### config.mk
export PLATFORM = sky130hd
export DESIGN_NAME = ntm_vector_buffer
export DESIGN_NICKNAME = d
export VERILOG_FILES = /design/src/source/ntm_vector_buffer.sv
export SDC_FILE = /design/constraint.sdc
export NUM_CORES = 1
export LEC_CHECK = 0
export ABC_AREA = 1
export BUFFER_PORTS_ARGS = -buffer_cell sky130_fd_sc_hd__buf_2
export CORE_MARGIN = 2
export CORE_UTILIZATION = 40
export CTS_CLUSTER_SIZE = 12
export DETAILED_ROUTE_END_ITERATION = 10
export GPL_TIMING_DRIVEN = 1
export PLACE_DENSITY = 0.63
export SETUP_SLACK_MARGIN = 0.2
export SLEW_MARGIN = 20
export SYNTH_ARGS = -nofsm -noshare
export SYNTH_HDL_FRONTEND = slang
export SYNTH_SLANG_ARGS = --single-unit
### constraint.sdc
create_clock -name CLK -period 3.4 [get_ports CLK]
set_input_delay 0.51 -clock CLK [delete_from_list [all_inputs] [get_ports CLK]]
set_output_delay 0.51 -clock CLK [all_outputs]
set_load 0.03 [all_outputs]
### src/source/ntm_vector_buffer.sv
// Vector memory as a register array
// One synchronous write port, two asynchronous read ports
// Element type chosen per instance, cleared to zero on reset
module ntm_vector_buffer #(
  parameter type elem_t = logic [15:0],
  parameter int  DEPTH  = 4
) (
  input  logic                     CLK,
  input  logic                     RST,
  input  logic                     we,
  input  logic [$clog2(DEPTH)-1:0] waddr,
  input  elem_t                    wdata,
  input  logic [$clog2(DEPTH)-1:0] raddr_a,
  output elem_t                    rdata_a,
  input  logic [$clog2(DEPTH)-1:0] raddr_b,
  output elem_t                    rdata_b
);

  elem_t mem [DEPTH];

  always_ff @(posedge CLK or posedge RST) begin
    if (RST) begin
      for (int i = 0; i < DEPTH; i++) begin
        mem[i] <= '0;
      end
    end else if (we) begin
      mem[waddr] <= wdata;
    end
  end

  // Reads see the array directly
  assign rdata_a = mem[raddr_a];
  assign rdata_b = mem[raddr_b];

  // Writers must keep to the real depth
  a_waddr_range : assert property (@(posedge CLK) disable iff (RST)
    we |-> (waddr < DEPTH));

endmodule

==> metrics.md <==
| Metric | Value |
|---|---|
| Place WS | approximately 1.1 ns |
| Ports | between 50 and 60 |
| GRT Util Overall | between 20% and 30% |
| RSZ-0062 raised after global routing | false |
| Seq/Total Area, Yosys | approximately two fifths |
| Gr busiest metal | met2 |
| Final Power | about 2.3 mW |
| Period utilisation layout | 68.54% |
| Met1 usage | between 20% and 30% |
| Max FFs per register | 64 |
| CTS tree | built |
| Initial DRC count | approximately 240 |
| Post-Route WL | around 11000 um |
| Slew Limit Fails | 0 |
| Net Switching | around 830 uW |
| GRT Residual Overflow | 0 |
| Delay-heaviest family, CP | buffers and inverters |
| Avg Inst Size Synth | around 6.7 sq um |
| Startpoint Class | input port |
| Crit-path most repeated cell | buf_2 |
| Nets | 654 |
| TritonCTS sink count | 64 |
| Critical path arrival | 1.82 ns |
| Ant diodes | 0 |
| Crit path buffers/inverters | 3 |
| Pwr Density | 516.6 nW/um^2 |
| Worst Path Required | 2.89 ns |
| FP Rows | 36 |
| Global placer's final weighted congestion | roughly 0.8 |
| Warnings, synthesis | 0 |
| Clock slew at reported path FFs | approximately 0.080 ns |
| Fmax | 429.1 MHz |
| Crit path cell chain | buf_2, inv_1, nand3_1, nand2_1, buf_2 |
| Residual DRC | 0 |
| CP startpoint | raddr_b[1] |
| Critical path's largest stage delay | 0.60 ns |
| Cts hold-fix bufs | 0 |
| First-pass GRT wire length | ~19000 um |
| Total number of vias | around 3800 |
| Fin. Hold Viols | 0 |
| Initial antenna violation count | 0 |
| CP max FO | 17 |
| Area Growth Syn to Fin | 11.12% |
| Clk_lat worst skew | about 0.34 ns |
| Area after DPL | 4228 sq um |
| Antenna Violating Nets Remaining | 0 |
| WL per Instance | between 10 and 15 um |
| LEAKAGE | 2.638 nW |
| CTS H-tree lvls | 3 |
| Clk buf depth | 2 |
| Die Area | roughly 11000 sq um |
| CTS root buffer | clkbuf_8 |
| Reg-to-reg critical path startpoint | mem[4]$_DFFE_PP0P_ |
| Vias in the first global route | between 3000 and 4000 |
| Setup TNS | 0 ns |
| Commonest non-fill, non-tap cell in the layout | nand2_1 |
| Comb power frac | 28.5% |
| Status | completed |
| Worst Max-Slew Pin Slew | approximately 0.85 ns |
| Max-Cap Viols | 0 |
| Initial Utilization | 40.95% |
| Worst hold margin | 0.3937 ns |
| Placed instance count | 751 |
| Distinct cells, synth | 14 |
| Crit path time final | between 2 and 2.5 ns |
| Largest net degree at the start of global routing | 65 |
| Chip height | just over 100 um |
| Crit path capture type | primary output |
| Min setup slack post-route | 1.070 ns |
| Die W | between 100 and 150 um |
| Final core utilization | 45.50% |
| #FFs+latches synth | 64 |
| Normalized max-slew margin | ~43% |
| Setup Skew | 0 ns |
| Clock share of power | between 30% and 40% |
| Cts bufs inserted | 9 |
| Via density | 5.018 |
| Max IR drop VDD | roughly 0.19 mV |
| Met3 usage | under 10% |
| I/O Buffers | 56 |
| Hold Path Class | in -> async |
| Switching share of power | between 30% and 40% |
| Cts repair resizes | 0 |
| Postcts setup bufs | 0 |
| Synthesized Nets | 620 |
| WS Path Type | in -> out |
| Core ar. | between 9000 and 10000 sq um |
| Synthesized area | around 4000 sq um |
| Sequential Power Share | roughly two fifths |
| Critical path's slowest cell | inv_1 |
| Most frequent cells in the layout | nand2_1 (272), inv_1 (84), nand3_1 (80) |
| Internal power | 1.454 mW |
| Cell count after synthesis | slightly below 600 |
| Biggest registers after layout | mem x64 |
| Final Cell Area | between 4000 and 5000 sq um |
| Post-DP HPWL | ~7000 um |
| Layout cells sized above 1 | between 10 and 15% |
| Post-Layout Cell Count | about 770 |
| Drt pass-1 iters | 4 |
| Biggest register | mem |
| Met2 usage | between 30% and 40% |
| Final Setup Violations | 0 |
-- path summary, 6_finish.rpt --
kind                                        to  cells after the start  slack [ns]
max                                 rdata_b[2]                      5        1.07
min                         mem[2]$_DFFE_PP0P_                      3        0.39
max reg2reg                 mem[4]$_DFFE_PP0P_                      2        2.75
min reg2reg                mem[37]$_DFFE_PP0P_                      2        0.47
max in group asynchronous  mem[43]$_DFFE_PP0P_                      3        2.44
min in group CLK            mem[2]$_DFFE_PP0P_                      3        0.43
-- kinds of logic (layout without fill, tap and decap cells) --
family | count (synthesis) | count (layout) | synth area share (%)
buf+inv | 126 | 165 | 14.42
flops | 64 | 64 | 40.20
compound gates | 16 | 16 | 2.575
simple gates | 389 | 389 | 42.81
-- cell usage after synthesis --
master   instances  area [sq um]
nand2_1        272          1021
inv_1           85         319.1
nand3_1         80         400.4
dfrtp_1         64          1602
nand4_1         32         200.2
buf_2           27         135.1
o21ai_1         10         50.05
buf_4            6         45.04
buf_6            6         67.56
o21ai_2          6         52.55
nand3_4          3         52.55
inv_2            2         7.510
nand2_4          1         11.26
nor2_8           1         20.02
-- cell type report --
type / instances / area (sq um)
clock inverter: 3 / 40.04
clock buffer: 13 / 158.9
fill: 1047 / 5303
tap: 133 / 166.4
inverter: 87 / 326.6
timing repair buffer: 62 / 325.3
multi-input combinational: 405 / 1808
sequential: 64 / 1602
-- routing by layer --
metal	part of all wire, %	vias up	wire, um
met4	1.9	0	216
met1	46	1797	5161
met3	5.0	18	559
met2	47	129	5256
li1	-	1905	-
met5	0	-	0
-- power groups by stage --
| stage | sequential [mW] | clock [mW] | combinational [mW] |
|---|---|---|---|
| 5_1_grt | 0.961 | 0.741 | 0.739 |
| 3_3_place_gp | 0.956 | 0 | 0.641 |
| 3_5_place_dp | 0.958 | 0 | 0.654 |
| 6_report | 0.945 | 0.690 | 0.652 |
| 4_1_cts | 0.944 | 0.695 | 0.656 |
| 2_1_floorplan | 0.943 | 0 | 0.504 |
-- worst register-to-register path: cells and delay by family (launching register included) --
family	cells	cell delay (ns)
DFF	1	0.39
AOI/OAI and AO/OA	1	0.08
and+or+nand+nor	1	0.06
Note: power is estimated with default switching activity, not from simulation.
