==> src/include/ntm_trainer_defines.svh <==
// Output-gate trainer constants
// Fixed-point widths, vector limits and the Wishbone register map
`ifndef NTM_TRAINER_DEFINES_SVH
`define NTM_TRAINER_DEFINES_SVH

// Signed Q8.8 data, 32-bit accumulators
`define NTM_DATA_W 16
`define NTM_FRAC_W 8
`define NTM_ACC_W  32

// Largest gate vector and input vector
`define NTM_MAX_L 4
`define NTM_MAX_X 4

////////////////////
// Word address map
////////////////////
`define NTM_ADR_CTRL   8'h00
`define NTM_ADR_STATUS 8'h01
`define NTM_ADR_SIZE   8'h02
// Input vectors, element index in the low 3 bits
`define NTM_ADR_DH     8'h10
`define NTM_ADR_T      8'h18
`define NTM_ADR_O      8'h20
`define NTM_ADR_X      8'h28
// Gradients, dW row-major by l then x
`define NTM_ADR_DW     8'h40
`define NTM_ADR_DB     8'h60

`endif

==> src/source/ntm_pkg.sv <==
// Shared types of the output-gate trainer
// Fixed-point numbers, Wishbone request and response, size configuration
`include "ntm_trainer_defines.svh"

package ntm_pkg;

  // Q8.8 value and its wide accumulator
  typedef logic signed [`NTM_DATA_W-1:0] fixed_t;
  typedef logic signed [`NTM_ACC_W-1:0]  acc_t;

  // Host to slave
  typedef struct packed {
    logic        cyc;
    logic        stb;
    logic        we;
    logic [7:0]  adr;
    logic [31:0] dat;
  } wb_req_t;

  // Slave to host
  typedef struct packed {
    logic        ack;
    logic [31:0] dat;
  } wb_rsp_t;

  // Active counts, already clipped to the vector limits
  typedef struct packed {
    logic [2:0] l_size;
    logic [2:0] x_size;
  } size_cfg_t;

  // One element entering the delta pipeline
  typedef struct packed {
    fixed_t dh;
    fixed_t t;
    fixed_t o;
  } gate_in_t;

endpackage

==> src/source/ntm_wb_slave.sv <==
// Wishbone classic slave of the output-gate trainer
// Decodes the register map, holds the size register, pulses START and CLEAR,
// strobes input vector writes and returns gradient and status reads
// Ack follows a sampled request by one cycle
`include "ntm_trainer_defines.svh"

module ntm_wb_slave
  import ntm_pkg::*;
(
  input  logic      CLK,
  input  logic      RST,
  // Host side
  input  wb_req_t   wb_req,
  output wb_rsp_t   wb_rsp,
  // Trainer control
  output logic      start,
  output logic      clear,
  output size_cfg_t size_cfg,
  input  logic      busy,
  // Input vector writes, bit order dh t o x
  output logic [3:0] in_we,
  output logic [$clog2((`NTM_MAX_L > `NTM_MAX_X) ? `NTM_MAX_L : `NTM_MAX_X)-1:0] in_idx,
  output fixed_t     in_data,
  // Gradient reads
  output logic [$clog2(`NTM_MAX_L * `NTM_MAX_X)-1:0] dw_raddr,
  input  acc_t                                       dw_rdata,
  output logic [$clog2(`NTM_MAX_L)-1:0]              db_raddr,
  input  acc_t                                       db_rdata
);

  localparam int IN_W  = $clog2((`NTM_MAX_L > `NTM_MAX_X) ? `NTM_MAX_L : `NTM_MAX_X);
  localparam int DW_N  = `NTM_MAX_L * `NTM_MAX_X;
  localparam int DW_AW = $clog2(DW_N);
  localparam int LW    = $clog2(`NTM_MAX_L);

  // Input blocks are 8 words apart
  localparam logic [4:0] DH_BLK = 5'(`NTM_ADR_DH >> 3);
  localparam logic [4:0] T_BLK  = 5'(`NTM_ADR_T >> 3);
  localparam logic [4:0] O_BLK  = 5'(`NTM_ADR_O >> 3);
  localparam logic [4:0] X_BLK  = 5'(`NTM_ADR_X >> 3);

  logic        ack_q;
  logic [31:0] rsp_dat;
  size_cfg_t   size_q;
  logic        req;
  logic        wr;
  logic [4:0]  blk;
  logic [2:0]  elem;
  logic [7:0]  dw_off;
  logic [7:0]  db_off;
  logic        dw_hit;
  logic        db_hit;
  logic [31:0] rdata;

  // 1-based count limited to the vector size, zero taken as one
  function automatic logic [2:0] clip_size(input logic [3:0] v, input int max_v);
    if (v == 4'd0) begin
      return 3'd1;
    end
    if (int'(v) > max_v) begin
      return 3'(max_v);
    end
    return v[2:0];
  endfunction

  // New request only while no ack is out
  assign req  = wb_req.cyc && wb_req.stb && !ack_q;
  assign wr   = req && wb_req.we;
  assign blk  = wb_req.adr[7:3];
  assign elem = wb_req.adr[2:0];

  ////////////////////
  // Write decode
  ////////////////////
  assign in_we[0] = wr && (blk == DH_BLK) && (elem < `NTM_MAX_L);
  assign in_we[1] = wr && (blk == T_BLK) && (elem < `NTM_MAX_L);
  assign in_we[2] = wr && (blk == O_BLK) && (elem < `NTM_MAX_L);
  assign in_we[3] = wr && (blk == X_BLK) && (elem < `NTM_MAX_X);
  assign in_idx   = IN_W'(elem);
  assign in_data  = fixed_t'(wb_req.dat[`NTM_DATA_W-1:0]);

  // Pulses; the trainer drops them while busy
  assign start = wr && (wb_req.adr == `NTM_ADR_CTRL) && wb_req.dat[0];
  assign clear = wr && (wb_req.adr == `NTM_ADR_CTRL) && wb_req.dat[1];

  ////////////////////
  // Read decode
  ////////////////////
  assign dw_off   = wb_req.adr - `NTM_ADR_DW;
  assign db_off   = wb_req.adr - `NTM_ADR_DB;
  assign dw_hit   = (wb_req.adr >= `NTM_ADR_DW) && (dw_off < DW_N);
  assign db_hit   = (wb_req.adr >= `NTM_ADR_DB) && (db_off < `NTM_MAX_L);
  assign dw_raddr = DW_AW'(dw_off);
  assign db_raddr = LW'(db_off);

  always_comb begin
    rdata = '0;
    if (wb_req.adr == `NTM_ADR_STATUS) begin
      rdata = {31'b0, busy};
    end else if (wb_req.adr == `NTM_ADR_SIZE) begin
      rdata = {24'b0, 1'b0, size_q.x_size, 1'b0, size_q.l_size};
    end else if (dw_hit) begin
      rdata = dw_rdata;
    end else if (db_hit) begin
      rdata = db_rdata;
    end
  end

  // Ack and size register, written at the ack edge
  always_ff @(posedge CLK or posedge RST) begin
    if (RST) begin
      ack_q  <= 1'b0;
      size_q <= '{l_size: 3'(`NTM_MAX_L), x_size: 3'(`NTM_MAX_X)};
    end else begin
      ack_q <= req;
      if (wr && (wb_req.adr == `NTM_ADR_SIZE)) begin
        size_q <= '{l_size: clip_size(wb_req.dat[3:0], `NTM_MAX_L),
                    x_size: clip_size(wb_req.dat[7:4], `NTM_MAX_X)};
      end
    end
  end

  // Read data held for the ack cycle
  always_ff @(posedge CLK) begin
    if (req) begin
      rsp_dat <= rdata;
    end
  end

  assign wb_rsp   = '{ack: ack_q, dat: rsp_dat};
  assign size_cfg = size_q;

  // Single-cycle ack even with the request still held
  a_ack_single : assert property (@(posedge CLK) disable iff (RST)
    wb_rsp.ack |=> !wb_rsp.ack);

endmodule

==> config.mk <==
export PLATFORM = sky130hd
export DESIGN_NAME = ntm_wb_slave
export DESIGN_NICKNAME = d
export VERILOG_FILES = /design/src/source/ntm_pkg.sv /design/src/source/ntm_wb_slave.sv
export VERILOG_INCLUDE_DIRS = /design/src /design/src/include
export SDC_FILE = /design/constraint.sdc
export NUM_CORES = 1
export LEC_CHECK = 0
export CORE_ASPECT_RATIO = 0.7
export CORE_MARGIN = 5
export CORE_UTILIZATION = 60
export DETAILED_ROUTE_END_ITERATION = 10
export DONT_BUFFER_PORTS = 1
export PLACE_DENSITY = 0.84
export SLEW_MARGIN = 0
export SYNTH_ARGS = -nofsm -noshare
export SYNTH_HDL_FRONTEND = slang
export SYNTH_SLANG_ARGS = --single-unit
==> constraint.sdc <==
create_clock -name CLK -period 2.4 [get_ports CLK]
set_input_delay 0.24 -clock CLK [delete_from_list [all_inputs] [get_ports CLK]]
set_output_delay 0.24 -clock CLK [all_outputs]
set_load 0.005 [all_outputs]
==> run metrics <==
final wirelength between 4000 and 5000 um; gr usage total 0.1889; post-synth top area cell edfxtp_1; CTS Buf Count 5; CP peak stage delay roughly 420 ps; DRT Pass-1 Iters 4; vias per inst 6.640; final RePlAce weighted congestion a little over 0.8; top_reg_cell synth edfxtp_1; YS warnings 0; Hold-fix buffers, CTS 1; Synth top area share 0.4518; Worst EP arrival around 1500 ps; die height approximately 60 um; status finished, final reports clean; drt wl/cell between 20 and 25 um; slowest CP cell dfrtp_1; worst slew pin tran roughly 470 ps; antenna diode count 0; crit path max fanout 4; CTS tree yes; Post-Syn Area around 2100 um2; post-route ant nets 0; clk_lat worst skew 280 ps; Final Power 0.001458 W; I/O pin count about 180; row cnt 18; combinational share of power 0.050; EDFF count, synth 32; die area a little under 5000 um2; Buffers on Ports 0; Fin. Hold Viols 0; Final Max Slew Viols 0; HP Start db_rdata[20]; setup bufs post-CTS 0; Nets between 200 and 300; Cell Pwr Density roughly 690 nW/um2; min cycle time layout 1711 ps; Clock Path Buffers 2; Post-synth ARST share 0.1795; DR vias 1348; critical path capture point type primary output; Pleak between 0.8 and 0.9 nW; clk slew on worst S/H paths roughly 70 ps; sequential power share 0.523; layout cells sized above 1 0.1634; clock sinks 39; worst r2r path cells 3; P_sw ~0.00026 W; highest clock rate slightly below 0.6 GHz; crit-path cells and4b_1 > nand3_1 > nor4_1; pin count of the biggest net entering global routing 34; Post-synth top cells 32 x edfxtp_1, 26 x a22o_1, 25 x buf_4; instance count on the critical path 3; max_cap viols 0; Worst setup startpoint ack_q$_DFF_PP0_; final setup fails 0; RSZ-0062 raised after global routing no; Worst R2R Start ack_q$_DFF_PP0_; Buf/Inv on CP 0; Synth Register Bits 39; Initial DRC Count 97; TNS Setup 0 ps; Overflow after GRT 0; first-pass GRT wire length ~6800 um; Final WS setup ~690 ps; critical path launch point type register; CTS resizes 0; internal power about 0.0012 W; Hold WC Path Type in -> reg; Syn Inst Count 175; Root Driver clkbuf_8; clock share of power 0.427; register area share after synthesis 0.5353; DRC violations left 0; top post-synthesis cells by area edfxtp_1 45%, a22o_1 11%, buf_4 8.8%; syn avg cell area 12.15 um2; dpl ws roughly 710 ps; relative slew slack 0.6893; Sw Ratio 0.1805; antenna violations before repair 0; Core Area approximately 3500 um2; Chip Width 81.17 um; htree depth 2; final core occ 0.6129; fin crit share 0.7129; peak supply drop 0.0005335 V; Worst EP required about 2200 ps; Area growth, synth to finish -0.05877%; DPL Wire Length between 3000 and 4000 um; CP delay by family, top simple AND/OR/NAND/NOR gates; Min-Delay Path Depth 1; vias in the first global route between 1k and 1.5k; Yosys cell types 32; crit path kind reg -> out; Initial Utilization 0.6133; Syn Nets about 290; count leader, synth edfxtp_1; clock skew 2.841 ps
placed cells by master (no fill, tap or decap), drive strengths merged:
master       count
nand2            7
nor4             2
o21ai            5
and4b            1
o2111ai          6
dlygate4sd3      1
or2              2
and3b            2
nor2b            3
bufinv           2
mux2             6
a21oi            2
edfxtp          32
inv              8
nand2b           2
buf              3
nor4b            1
a22o            26
dfrtp            5
a32oi            6
dfstp            2
o22ai            1
and2             1
nor3             5
o211a            1
ha               3
clkbuf           6
nor2             6
o211ai           1
nand3            3
nand4            2
final timing paths:
kind                                        endpoint  slack [ps]
hold / removal             rsp_dat[20]$_SDFFCE_PP0P_         170
setup / recovery                               start         690
hold reg to reg              size_cfg[1]$_DFFE_PP0P_         590
min in group asynchronous    size_cfg[0]$_DFFE_PP0P_         330
max in group asynchronous    size_cfg[5]$_DFFE_PP1P_        1800
setup reg to reg             size_cfg[4]$_DFFE_PP0P_         820
layer usage:
layer / GRT usage / up-vias / wire [um]
li1: - / 606 / -
met1: 0.2087 / 653 / 1759
met2: 0.3404 / 85 / 2497
met3: 0.07831 / 4 / 545
met4: 0.04578 / 0 / 22
met5: 0 / - / 0
worst register-to-register path: stages, from the launching register on:
cell and delay, ps:
dfrtp_1 420, and4b_1 350, nand4_1 310, mux2_2 380
cell type report:
type	count	area [um2]
Fill cell	289	1343
Inverter	8	30.03
Clock inverter	2	60.06
Tap cell	50	62.56
Timing Repair Buffer	4	32.53
Sequential cell	39	1139
Multi-Input combinational cell	94	729.5
Clock buffer	6	72.57
cells by family after synthesis:
| logic type | Yosys count | share of synthesized area |
|---|---|---|
| and+or+nand+nor | 37 | 0.1041 |
| adders and majority gates | 3 | 0.01765 |
| muxes | 6 | 0.03176 |
| DFF | 39 | 0.5353 |
| AOI/OAI and AO/OA | 48 | 0.1841 |
| buffers and inverters | 42 | 0.1271 |
sequential cells by signal, summed over array words and instances (netlist names):
name,flops
size_cfg,6
ack_q,1
rsp_dat,32
power by group through the flow:
stage / clock (W) / combinational, W / sequential (W)
5_1_grt: 0.000667 / 0.0000811 / 0.000764
2_1_floorplan: 0 / 0.0000909 / 0.000774
6_report: 0.000623 / 0.0000728 / 0.000763
4_1_cts: 0.000639 / 0.0000734 / 0.000763
3_5_place_dp: 0 / 0.0000719 / 0.000778
3_3_place_gp: 0 / 0.0000672 / 0.000777
metrics by stage:
| step | instance area (um2) | std cells | hold WS [ps] |
|---|---|---|---|
| floorplan | 2127 | 175 | 41.95 |
| global placement | 1983 | 194 | 59.06 |
| detailed placement | 1983 | 194 | 72.80 |
| CTS | 2126 | 203 | 153.2 |
| global route | 2126 | 203 | 148.9 |
| finish | 2126 | 203 | 165.2 |
Note: power is estimated with default switching activity, not from simulation.
