**config.mk**
```make
export PLATFORM = sky130hd
export DESIGN_NAME = ntm_output_trainer
export DESIGN_NICKNAME = d
export VERILOG_FILES = /design/src/source/ntm_pkg.sv /design/src/source/ntm_fixed_multiplier.sv /design/src/source/ntm_output_delta.sv /design/src/source/ntm_output_trainer.sv
export VERILOG_INCLUDE_DIRS = /design/src /design/src/include
export SDC_FILE = /design/constraint.sdc
export NUM_CORES = 2
export LEC_CHECK = 0
export BUFFER_PORTS_ARGS = -buffer_cell sky130_fd_sc_hd__buf_4
export CORE_UTILIZATION = 40
export CTS_CLUSTER_DIAMETER = 50
export DETAILED_ROUTE_END_ITERATION = 6
export MAX_ROUTING_LAYER = met4
export SYNTH_ARGS = -nofsm -noshare
export SYNTH_HDL_FRONTEND = slang
export SYNTH_SLANG_ARGS = --single-unit
```
**constraint.sdc**
```tcl
create_clock -name CLK -period 9.05 [get_ports CLK]
set_input_delay 1.81 -clock CLK [delete_from_list [all_inputs] [get_ports CLK]]
set_output_delay 1.81 -clock CLK [all_outputs]
set_load 0.01 [all_outputs]
```
**src/include/ntm_trainer_defines.svh**
```systemverilog
// Output-gate trainer constants
// Fixed-point widths, vector limits and the Wishbone register map
`ifndef NTM_TRAINER_DEFINES_SVH
`define NTM_TRAINER_DEFINES_SVH

// Signed Q8.8 data, 32-bit accumulators
`define NTM_DATA_W 16
`define NTM_FRAC_W 8
`define NTM_ACC_W  32

// Largest gate vector and input vector
`define NTM_MAX_L 4
`define NTM_MAX_X 4

////////////////////
// Word address map
////////////////////
`define NTM_ADR_CTRL   8'h00
`define NTM_ADR_STATUS 8'h01
`define NTM_ADR_SIZE   8'h02
// Input vectors, element index in the low 3 bits
`define NTM_ADR_DH     8'h10
`define NTM_ADR_T      8'h18
`define NTM_ADR_O      8'h20
`define NTM_ADR_X      8'h28
// Gradients, dW row-major by l then x
`define NTM_ADR_DW     8'h40
`define NTM_ADR_DB     8'h60

`endif

```
**src/source/ntm_pkg.sv**
```systemverilog
// Shared types of the output-gate trainer
// Fixed-point numbers, Wishbone request and response, size configuration
`include "ntm_trainer_defines.svh"

package ntm_pkg;

  // Q8.8 value and its wide accumulator
  typedef logic signed [`NTM_DATA_W-1:0] fixed_t;
  typedef logic signed [`NTM_ACC_W-1:0]  acc_t;

  // Host to slave
  typedef struct packed {
    logic        cyc;
    logic        stb;
    logic        we;
    logic [7:0]  adr;
    logic [31:0] dat;
  } wb_req_t;

  // Slave to host
  typedef struct packed {
    logic        ack;
    logic [31:0] dat;
  } wb_rsp_t;

  // Active counts, already clipped to the vector limits
  typedef struct packed {
    logic [2:0] l_size;
    logic [2:0] x_size;
  } size_cfg_t;

  // One element entering the delta pipeline
  typedef struct packed {
    fixed_t dh;
    fixed_t t;
    fixed_t o;
  } gate_in_t;

endpackage

```
**src/source/ntm_fixed_multiplier.sv**
```systemverilog
// Q8.8 multiplier, one register stage
// Full product, arithmetic shift by the fraction bits, saturation to 16 bits
`include "ntm_trainer_defines.svh"

module ntm_fixed_multiplier
  import ntm_pkg::*;
(
  input  logic   CLK,
  input  logic   RST,
  input  logic   in_valid,
  input  fixed_t a,
  input  fixed_t b,
  output logic   out_valid,
  output fixed_t product
);

  localparam int FULL_W = 2 * `NTM_DATA_W;
  localparam logic signed [FULL_W-1:0] SAT_MAX = (1 <<< (`NTM_DATA_W - 1)) - 1;
  localparam logic signed [FULL_W-1:0] SAT_MIN = -(1 <<< (`NTM_DATA_W - 1));

  logic signed [FULL_W-1:0] full_prod;
  logic signed [FULL_W-1:0] shifted;
  fixed_t                   sat_prod;

  // Multiply, rescale, clamp
  always_comb begin
    full_prod = a * b;
    shifted   = full_prod >>> `NTM_FRAC_W;
    if (shifted > SAT_MAX) begin
      sat_prod = fixed_t'(SAT_MAX);
    end else if (shifted < SAT_MIN) begin
      sat_prod = fixed_t'(SAT_MIN);
    end else begin
      sat_prod = shifted[`NTM_DATA_W-1:0];
    end
  end

  always_ff @(posedge CLK or posedge RST) begin
    if (RST) begin
      out_valid <= 1'b0;
    end else begin
      out_valid <= in_valid;
    end
  end

  // Result only meaningful with out_valid
  always_ff @(posedge CLK) begin
    if (in_valid) begin
      product <= sat_prod;
    end
  end

  // Exactly one cycle of latency, so stages can chain
  a_latency : assert property (@(posedge CLK) disable iff (RST)
    out_valid == $past(in_valid));

endmodule

```
**src/source/ntm_output_delta.sv**
```systemverilog
// Output-gate delta pipeline
// do = dh * t * o * (1 - o), three chained multipliers, one element per cycle
// Element tag rides along, up to three elements in flight
`include "ntm_trainer_defines.svh"

module ntm_output_delta
  import ntm_pkg::*;
(
  input  logic       CLK,
  input  logic       RST,
  input  logic       in_valid,
  input  gate_in_t   operand,
  input  logic [1:0] in_tag,
  output logic       out_valid,
  output fixed_t     delta,
  output logic [1:0] out_tag
);

  // One in Q8.8
  localparam logic signed [`NTM_DATA_W:0] ONE_Q = 1 <<< `NTM_FRAC_W;
  localparam logic signed [`NTM_DATA_W:0] POS_MAX = (1 <<< (`NTM_DATA_W - 1)) - 1;

  logic       v1;
  logic       v2;
  fixed_t     p1;
  fixed_t     p2;
  fixed_t     o_d1;
  fixed_t     om_d2;
  logic [1:0] tag_d1;
  logic [1:0] tag_d2;

  logic signed [`NTM_DATA_W:0] om_wide;
  fixed_t                      om_sat;

  // 1 - o, only the top can overflow (o near -128)
  always_comb begin
    om_wide = ONE_Q - {o_d1[`NTM_DATA_W-1], o_d1};
    if (om_wide > POS_MAX) begin
      om_sat = fixed_t'(POS_MAX);
    end else begin
      om_sat = om_wide[`NTM_DATA_W-1:0];
    end
  end

  // Side delays lined up with the multiplier stages
  always_ff @(posedge CLK) begin
    o_d1    <= operand.o;
    om_d2   <= om_sat;
    tag_d1  <= in_tag;
    tag_d2  <= tag_d1;
    out_tag <= tag_d2;
  end

  ////////////////////
  // Stage 1  dh * t
  ////////////////////
  ntm_fixed_multiplier dh_t_mul (
    .CLK(CLK), .RST(RST),
    .in_valid (in_valid),
    .a        (operand.dh),
    .b        (operand.t),
    .out_valid(v1),
    .product  (p1)
  );

  // Stage 2  times o
  ntm_fixed_multiplier o_mul (
    .CLK(CLK), .RST(RST),
    .in_valid (v1),
    .a        (p1),
    .b        (o_d1),
    .out_valid(v2),
    .product  (p2)
  );

  // Stage 3  times (1 - o)
  ntm_fixed_multiplier om_mul (
    .CLK(CLK), .RST(RST),
    .in_valid (v2),
    .a        (p2),
    .b        (om_d2),
    .out_valid(out_valid),
    .product  (delta)
  );

endmodule

```
**src/source/ntm_output_trainer.sv**
```systemverilog
// Output-gate trainer control
// DELTA streams l through the delta pipeline, stores do and adds it into db
// PRODUCT streams every (l,x) pair, dW(l,x) += do(l) * x(x)
// CLEAR zeroes both gradient buffers, one entry per cycle
`include "ntm_trainer_defines.svh"

module ntm_output_trainer
  import ntm_pkg::*;
(
  input  logic      CLK,
  input  logic      RST,
  // Control
  input  logic      start,
  input  logic      clear,
  input  size_cfg_t size_cfg,
  output logic      busy,
  // Input vector reads
  output logic [$clog2(`NTM_MAX_L)-1:0] dh_raddr,
  output logic [$clog2(`NTM_MAX_L)-1:0] t_raddr,
  output logic [$clog2(`NTM_MAX_L)-1:0] o_raddr,
  output logic [$clog2(`NTM_MAX_X)-1:0] x_raddr,
  input  fixed_t dh_val,
  input  fixed_t t_val,
  input  fixed_t o_val,
  input  fixed_t x_val,
  // dW read-modify-write
  output logic                                       dw_we,
  output logic [$clog2(`NTM_MAX_L * `NTM_MAX_X)-1:0] dw_waddr,
  output acc_t                                       dw_wdata,
  output logic [$clog2(`NTM_MAX_L * `NTM_MAX_X)-1:0] dw_raddr,
  input  acc_t                                       dw_cur,
  // db read-modify-write
  output logic                          db_we,
  output logic [$clog2(`NTM_MAX_L)-1:0] db_waddr,
  output acc_t                          db_wdata,
  output logic [$clog2(`NTM_MAX_L)-1:0] db_raddr,
  input  acc_t                          db_cur
);

  localparam int LW    = $clog2(`NTM_MAX_L);
  localparam int XW    = $clog2(`NTM_MAX_X);
  localparam int DW_N  = `NTM_MAX_L * `NTM_MAX_X;
  localparam int DW_AW = $clog2(DW_N);
  localparam logic [DW_AW-1:0] X_STRIDE = DW_AW'(`NTM_MAX_X);
  localparam logic [DW_AW-1:0] CLR_LAST = DW_AW'(DW_N - 1);

  typedef enum logic [1:0] {S_IDLE, S_DELTA, S_PRODUCT, S_CLEAR} state_t;

  state_t           state;
  size_cfg_t        cfg_q;
  logic             issuing;
  logic [LW-1:0]    cnt_l;
  logic [XW-1:0]    cnt_x;
  logic [DW_AW-1:0] clr_idx;
  logic [LW-1:0]    l_last;
  logic [XW-1:0]    x_last;

  // Delta path
  logic       dlt_in_valid;
  gate_in_t   dlt_operand;
  logic       dlt_valid;
  fixed_t     dlt_delta;
  logic [1:0] dlt_tag;
  fixed_t     do_mem [`NTM_MAX_L];

  // Product path
  logic             mul_in_valid;
  logic             mul_valid;
  fixed_t           mul_product;
  logic [DW_AW-1:0] prod_addr_q;

  // Accumulation rule, sign-extend then wrap at 32 bits
  function automatic acc_t acc_add(input acc_t acc, input fixed_t v);
    return acc + {{(`NTM_ACC_W - `NTM_DATA_W){v[`NTM_DATA_W-1]}}, v};
  endfunction

  // Sizes fixed for the whole run
  assign l_last = LW'(cfg_q.l_size - 3'd1);
  assign x_last = XW'(cfg_q.x_size - 3'd1);
  assign busy   = (state != S_IDLE);

  ////////////////////
  // Sequencer
  ////////////////////
  always_ff @(posedge CLK or posedge RST) begin
    if (RST) begin
      state   <= S_IDLE;
      cfg_q   <= '0;
      issuing <= 1'b0;
      cnt_l   <= '0;
      cnt_x   <= '0;
      clr_idx <= '0;
    end else begin
      case (state)
        S_IDLE: begin
          cnt_l   <= '0;
          cnt_x   <= '0;
          clr_idx <= '0;
          // Clear wins when both bits are written
          if (clear) begin
            state <= S_CLEAR;
          end else if (start) begin
            state   <= S_DELTA;
            cfg_q   <= size_cfg;
            issuing <= 1'b1;
          end
        end
        S_DELTA: begin
          if (issuing) begin
            if (cnt_l == l_last) begin
              issuing <= 1'b0;
            end else begin
              cnt_l <= cnt_l + 1'b1;
            end
          end
          // Elements leave in order, the last tag closes the phase
          if (dlt_valid && (LW'(dlt_tag) == l_last)) begin
            state   <= S_PRODUCT;
            issuing <= 1'b1;
            cnt_l   <= '0;
          end
        end
        S_PRODUCT: begin
          if (issuing) begin
            if (cnt_x == x_last) begin
              cnt_x <= '0;
              if (cnt_l == l_last) begin
                issuing <= 1'b0;
              end else begin
                cnt_l <= cnt_l + 1'b1;
              end
            end else begin
              cnt_x <= cnt_x + 1'b1;
            end
          end
          // Last product back after the final issue
          if (!issuing && mul_valid) begin
            state <= S_IDLE;
          end
        end
        S_CLEAR: begin
          clr_idx <= clr_idx + 1'b1;
          if (clr_idx == CLR_LAST) begin
            state <= S_IDLE;
          end
        end
        default: state <= S_IDLE;
      endcase
    end
  end

  // Local copy of do for the product phase
  always_ff @(posedge CLK) begin
    if (dlt_valid) begin
      do_mem[dlt_tag] <= dlt_delta;
    end
  end

  // dW address follows the multiplier by one cycle
  always_ff @(posedge CLK) begin
    prod_addr_q <= DW_AW'(cnt_l) * X_STRIDE + DW_AW'(cnt_x);
  end

  // Input reads
  assign dh_raddr = cnt_l;
  assign t_raddr  = cnt_l;
  assign o_raddr  = cnt_l;
  assign x_raddr  = cnt_x;

  assign dlt_in_valid = (state == S_DELTA) && issuing;
  assign dlt_operand  = '{dh: dh_val, t: t_val, o: o_val};
  assign mul_in_valid = (state == S_PRODUCT) && issuing;

  ntm_output_delta output_delta (
    .CLK(CLK), .RST(RST),
    .in_valid (dlt_in_valid),
    .operand  (dlt_operand),
    .in_tag   (2'(cnt_l)),
    .out_valid(dlt_valid),
    .delta    (dlt_delta),
    .out_tag  (dlt_tag)
  );

  ntm_fixed_multiplier product_mul (
    .CLK(CLK), .RST(RST),
    .in_valid (mul_in_valid),
    .a        (do_mem[cnt_l]),
    .b        (x_val),
    .out_valid(mul_valid),
    .product  (mul_product)
  );

  ////////////////////
  // Gradient writes
  ////////////////////
  assign dw_raddr = prod_addr_q;
  assign db_raddr = LW'(dlt_tag);

  always_comb begin
    dw_we    = 1'b0;
    dw_waddr = prod_addr_q;
    dw_wdata = acc_add(dw_cur, mul_product);
    db_we    = 1'b0;
    db_waddr = LW'(dlt_tag);
    db_wdata = acc_add(db_cur, dlt_delta);
    case (state)
      S_DELTA:   db_we = dlt_valid;
      S_PRODUCT: dw_we = mul_valid;
      S_CLEAR: begin
        dw_we    = 1'b1;
        dw_waddr = clr_idx;
        dw_wdata = '0;
        // db is shorter, covered by the first entries
        db_we    = (clr_idx < `NTM_MAX_L);
        db_waddr = LW'(clr_idx);
        db_wdata = '0;
      end
      default: ;
    endcase
  end

  // Work starts only on a request from the bus
  a_idle_exit : assert property (@(posedge CLK) disable iff (RST)
    (state == S_IDLE && !start && !clear) |=> (state == S_IDLE));

endmodule

```
==> impl_metrics.ini <==
[run_status]
outcome = completed

[route]
dr.pass1.iters = 5
drt_first_iter_violations = 1684
finalWirelength_mm = 123
remaining_drc_errors = 0
via_count = 34293
antenna_violating_nets_post_route = 0
post_drt_via_cell_ratio = 4.96
post_drt_wl_per_cell_um = 17.9

[placed_design]
placed_cell_area_um2 = 52100
dpl.hpwl_mm = 102
finalWeightedCongestion = 0.894
numPortBuffers = 222

[sta]
fin_tns_setup_ns = 0
final.setup_skew_ns = 0.0177
grt_setup_unrepaired = no
achievable-frequency_ghz = 0.117
worst_pin_slew_ns = 1.19
final-setup-viol-count = 0
final_hold_viol_count = 0
max-slew-margin-rel_pct = 20.0
slew_violations = 0
layout_worst_path_cycle_share_pct = 94.6
period_needed_ns = 8.56

[clocking]
tritoncts_clock_tree = done
cts_max_path_buffers = 2
clock_sink_count = 187
post_cts.resized_instances = 0
tritoncts.num_buffers = 17
clk_latency_ns = 0.47
worst_setup_hold_path_clk_slew_ns = 0.08
clockRootBuffer = sky130_fd_sc_hd__clkbuf_16
ctsHoldBuffers = 0
cts_post_setup_buffers_inserted = 0
clock_tree.htree_level_count = 4

[synthesis]
synth-warning-count = 0
syn_area_um2 = 48800
synth_seq_area_share_pct = 10.5
avgSynthCellArea_um2 = 9.43
synth_cell_type_count = 86
post_synth_inst_count = 5178
syn_nets = 6747
async_reset_ff_share_pct = 10.2
synth_enable_flop_cells = 128
yosys_register_bits = 187
synth_ff_type = sky130_fd_sc_hd__edfxtp_1

[die]
die_height_um = 351
placementRows = 127
core_um2 = 120000
fp.dieW_um = 351
floorplan.die_area_um2 = 123000
floorplan.io_pins = 225
initial_utilization_pct = 40.5

[worst_setup_path]
crit_arrival_ns = 8.87
critPathKind = flip-flop to flip-flop
critPathRequiredTime_ns = 9.36
critical_path_peak_fanout = 16
critPathLaunchType = flip-flop
critPathCaptureType = flip-flop

[finish]
finish.net_count = 6854
most-common-layout-cells = sky130_fd_sc_hd__inv_1 (1,216), sky130_fd_sc_hd__fa_1 (1,046), sky130_fd_sc_hd__nand2_1 (577)
final_common_cell = sky130_fd_sc_hd__inv_1
fraction_of_final_layout_cells_with_drive_strength_greater_than_1_pct = 6.57
final_cell_area_um2 = 52800
multi_input_area_um2 = 38400
ff_latch_area_um2 = 5120
area_growth_pct = 8.07
n_fill_cell = 11832

[min_path]
worstHoldPathType = flip-flop to flip-flop

[global_route]
grt_first_pass_wirelength_mm = 201
overflow = 0
antenna_found_initial = 3
grt_max_degree = 87
groute.usage.overall_pct = 21.6
number_of_global_route_vias_before_repair = 37633

[flow_run]
max_cap_viol_count = 0
-- layer usage --
metal	up-vias	wire [um]	track usage, %	part of all wire, %
met3	115	6630	3.36	5.4
met5	-	0	-	0
li1	15854	-	-	-
met4	0	2200	4.28	1.8
met1	17559	52600	26.7	43
met2	765	62000	37.2	50
-- through the flow --
step	cells	utilization (%)	setup WS [ns]	hold slack (ns)
after floorplan	5178	-	0.559	0.310
after global placement	6878	43.3	0.236	0.311
after detailed placement	6878	43.3	0.195	0.312
after CTS	6910	43.8	0.453	0.331
after global routing	6913	43.8	0.0908	0.343
final	6914	43.8	0.488	0.330
-- Yosys cell counts (all sizes together) (4+ instances only) --
master | n | area share, %
a2111oi | 5 | 0.10
a211oi | 9 | 0.14
a21o | 119 | 1.8
a21oi | 139 | 1.5
a221oi | 4 | 0.11
a311oi | 4 | 0.072
a31o | 7 | 0.13
a31oi | 15 | 0.19
a41oi | 5 | 0.11
and2 | 496 | 6.4
and3 | 23 | 0.29
and4 | 6 | 0.11
buf | 17 | 0.21
clkbuf | 160 | 1.2
dfrtp | 19 | 0.97
dfxtp | 40 | 1.6
edfxtp | 128 | 7.9
fa | 1046 | 43
ha | 385 | 9.9
inv | 1216 | 9.3
mux2 | 8 | 0.18
mux2i | 6 | 0.12
mux4 | 16 | 0.74
nand2 | 577 | 4.4
nand2b | 33 | 0.42
nand3 | 29 | 0.30
nand3b | 5 | 0.077
nand4 | 28 | 0.36
nor2 | 171 | 1.3
nor2b | 25 | 0.33
nor3 | 33 | 0.35
nor3b | 4 | 0.061
nor4 | 6 | 0.077
o211ai | 7 | 0.11
o21a | 14 | 0.22
o21ai | 86 | 0.90
o21bai | 24 | 0.37
o31a | 5 | 0.090
o31ai | 12 | 0.23
or3 | 11 | 0.14
xnor2 | 124 | 2.2
xor2 | 67 | 1.2
-- area by class of cell --
class / count / area share, %
diodes: 4 / 0.0190
clock buffers: 17 / 0.806
clock inverters: 15 / 0.386
inverters: 1216 / 8.65
multi-input cells: 3597 / 72.8
flip-flops and latches: 187 / 9.70
well taps: 1612 / 3.82
repair buffers: 266 / 3.78
-- flip-flops by register name, summed over array words and instances, names as in the netlist, 2 cells and up --
signal and flops:
output_delta.out_tag 2, product_mul.product 16, output_delta.dh_t_mul.product 16, dh_raddr 2, x_raddr 2, output_delta.om_d2 16
output_delta.o_mul.product 16, output_delta.o_d1 16, clr_idx 4, cfg_q 4, do_mem 64, output_delta.tag_d2 2
state 2, output_delta.om_mul.product 16, dw_raddr 3
-- path summary, 6_finish.rpt --
check,start,to,slack [ns],cells after the start
min in group asynchronous,RST,cfg_q[1],1.51,2
hold / removal,output_delta.tag_d2[1],output_delta.out_tag[1],0.33,0
hold reg to reg,output_delta.tag_d2[1],output_delta.out_tag[1],0.33,0
setup / recovery,dh_raddr[0],product_mul.product[7],0.49,25
setup reg to reg,dh_raddr[0],product_mul.product[7],0.49,25
max in group asynchronous,RST,cfg_q[4],7.01,2
-- worst max-delay path, cell delays in order, from the launching register on --
cell and delay (ns):
sky130_fd_sc_hd__dfrtp_1 0.72, sky130_fd_sc_hd__buf_4 0.33, sky130_fd_sc_hd__mux4_2 0.77, sky130_fd_sc_hd__and2_1 0.29, sky130_fd_sc_hd__fa_1 0.51, sky130_fd_sc_hd__inv_1 0.05
sky130_fd_sc_hd__fa_1 0.46, sky130_fd_sc_hd__fa_1 0.52, sky130_fd_sc_hd__inv_1 0.05, sky130_fd_sc_hd__fa_1 0.52, sky130_fd_sc_hd__fa_1 0.50, sky130_fd_sc_hd__inv_1 0.05
sky130_fd_sc_hd__fa_1 0.49, sky130_fd_sc_hd__inv_1 0.05, sky130_fd_sc_hd__ha_1 0.33, sky130_fd_sc_hd__a21o_1 0.18, sky130_fd_sc_hd__a21o_1 0.17, sky130_fd_sc_hd__a21oi_1 0.19
sky130_fd_sc_hd__inv_1 0.07, sky130_fd_sc_hd__a221oi_1 0.26, sky130_fd_sc_hd__o21ai_0 0.10, sky130_fd_sc_hd__nor2_1 0.15, sky130_fd_sc_hd__xnor2_1 0.18, sky130_fd_sc_hd__nand4_1 0.14
sky130_fd_sc_hd__o31ai_2 0.99, sky130_fd_sc_hd__a21o_1 0.28
-- cell families (layout without fill, tap and decap cells) --
family	Yosys count	count (layout)	synth area share, %
other	0	4	0
xor gates and xnor gates	191	191	3.43
buffers and inverters	1394	1514	10.9
muxes	30	30	1.05
DFF	187	187	10.5
adders and majority gates	1431	1431	52.7
and+or+nand+nor	1459	1459	14.8
AOI/OAI and AO/OA	486	486	6.63
Power is left out: the tool's default activity adds up to more than one toggle a clock period on the data nets, which glitch-free logic cannot reach.
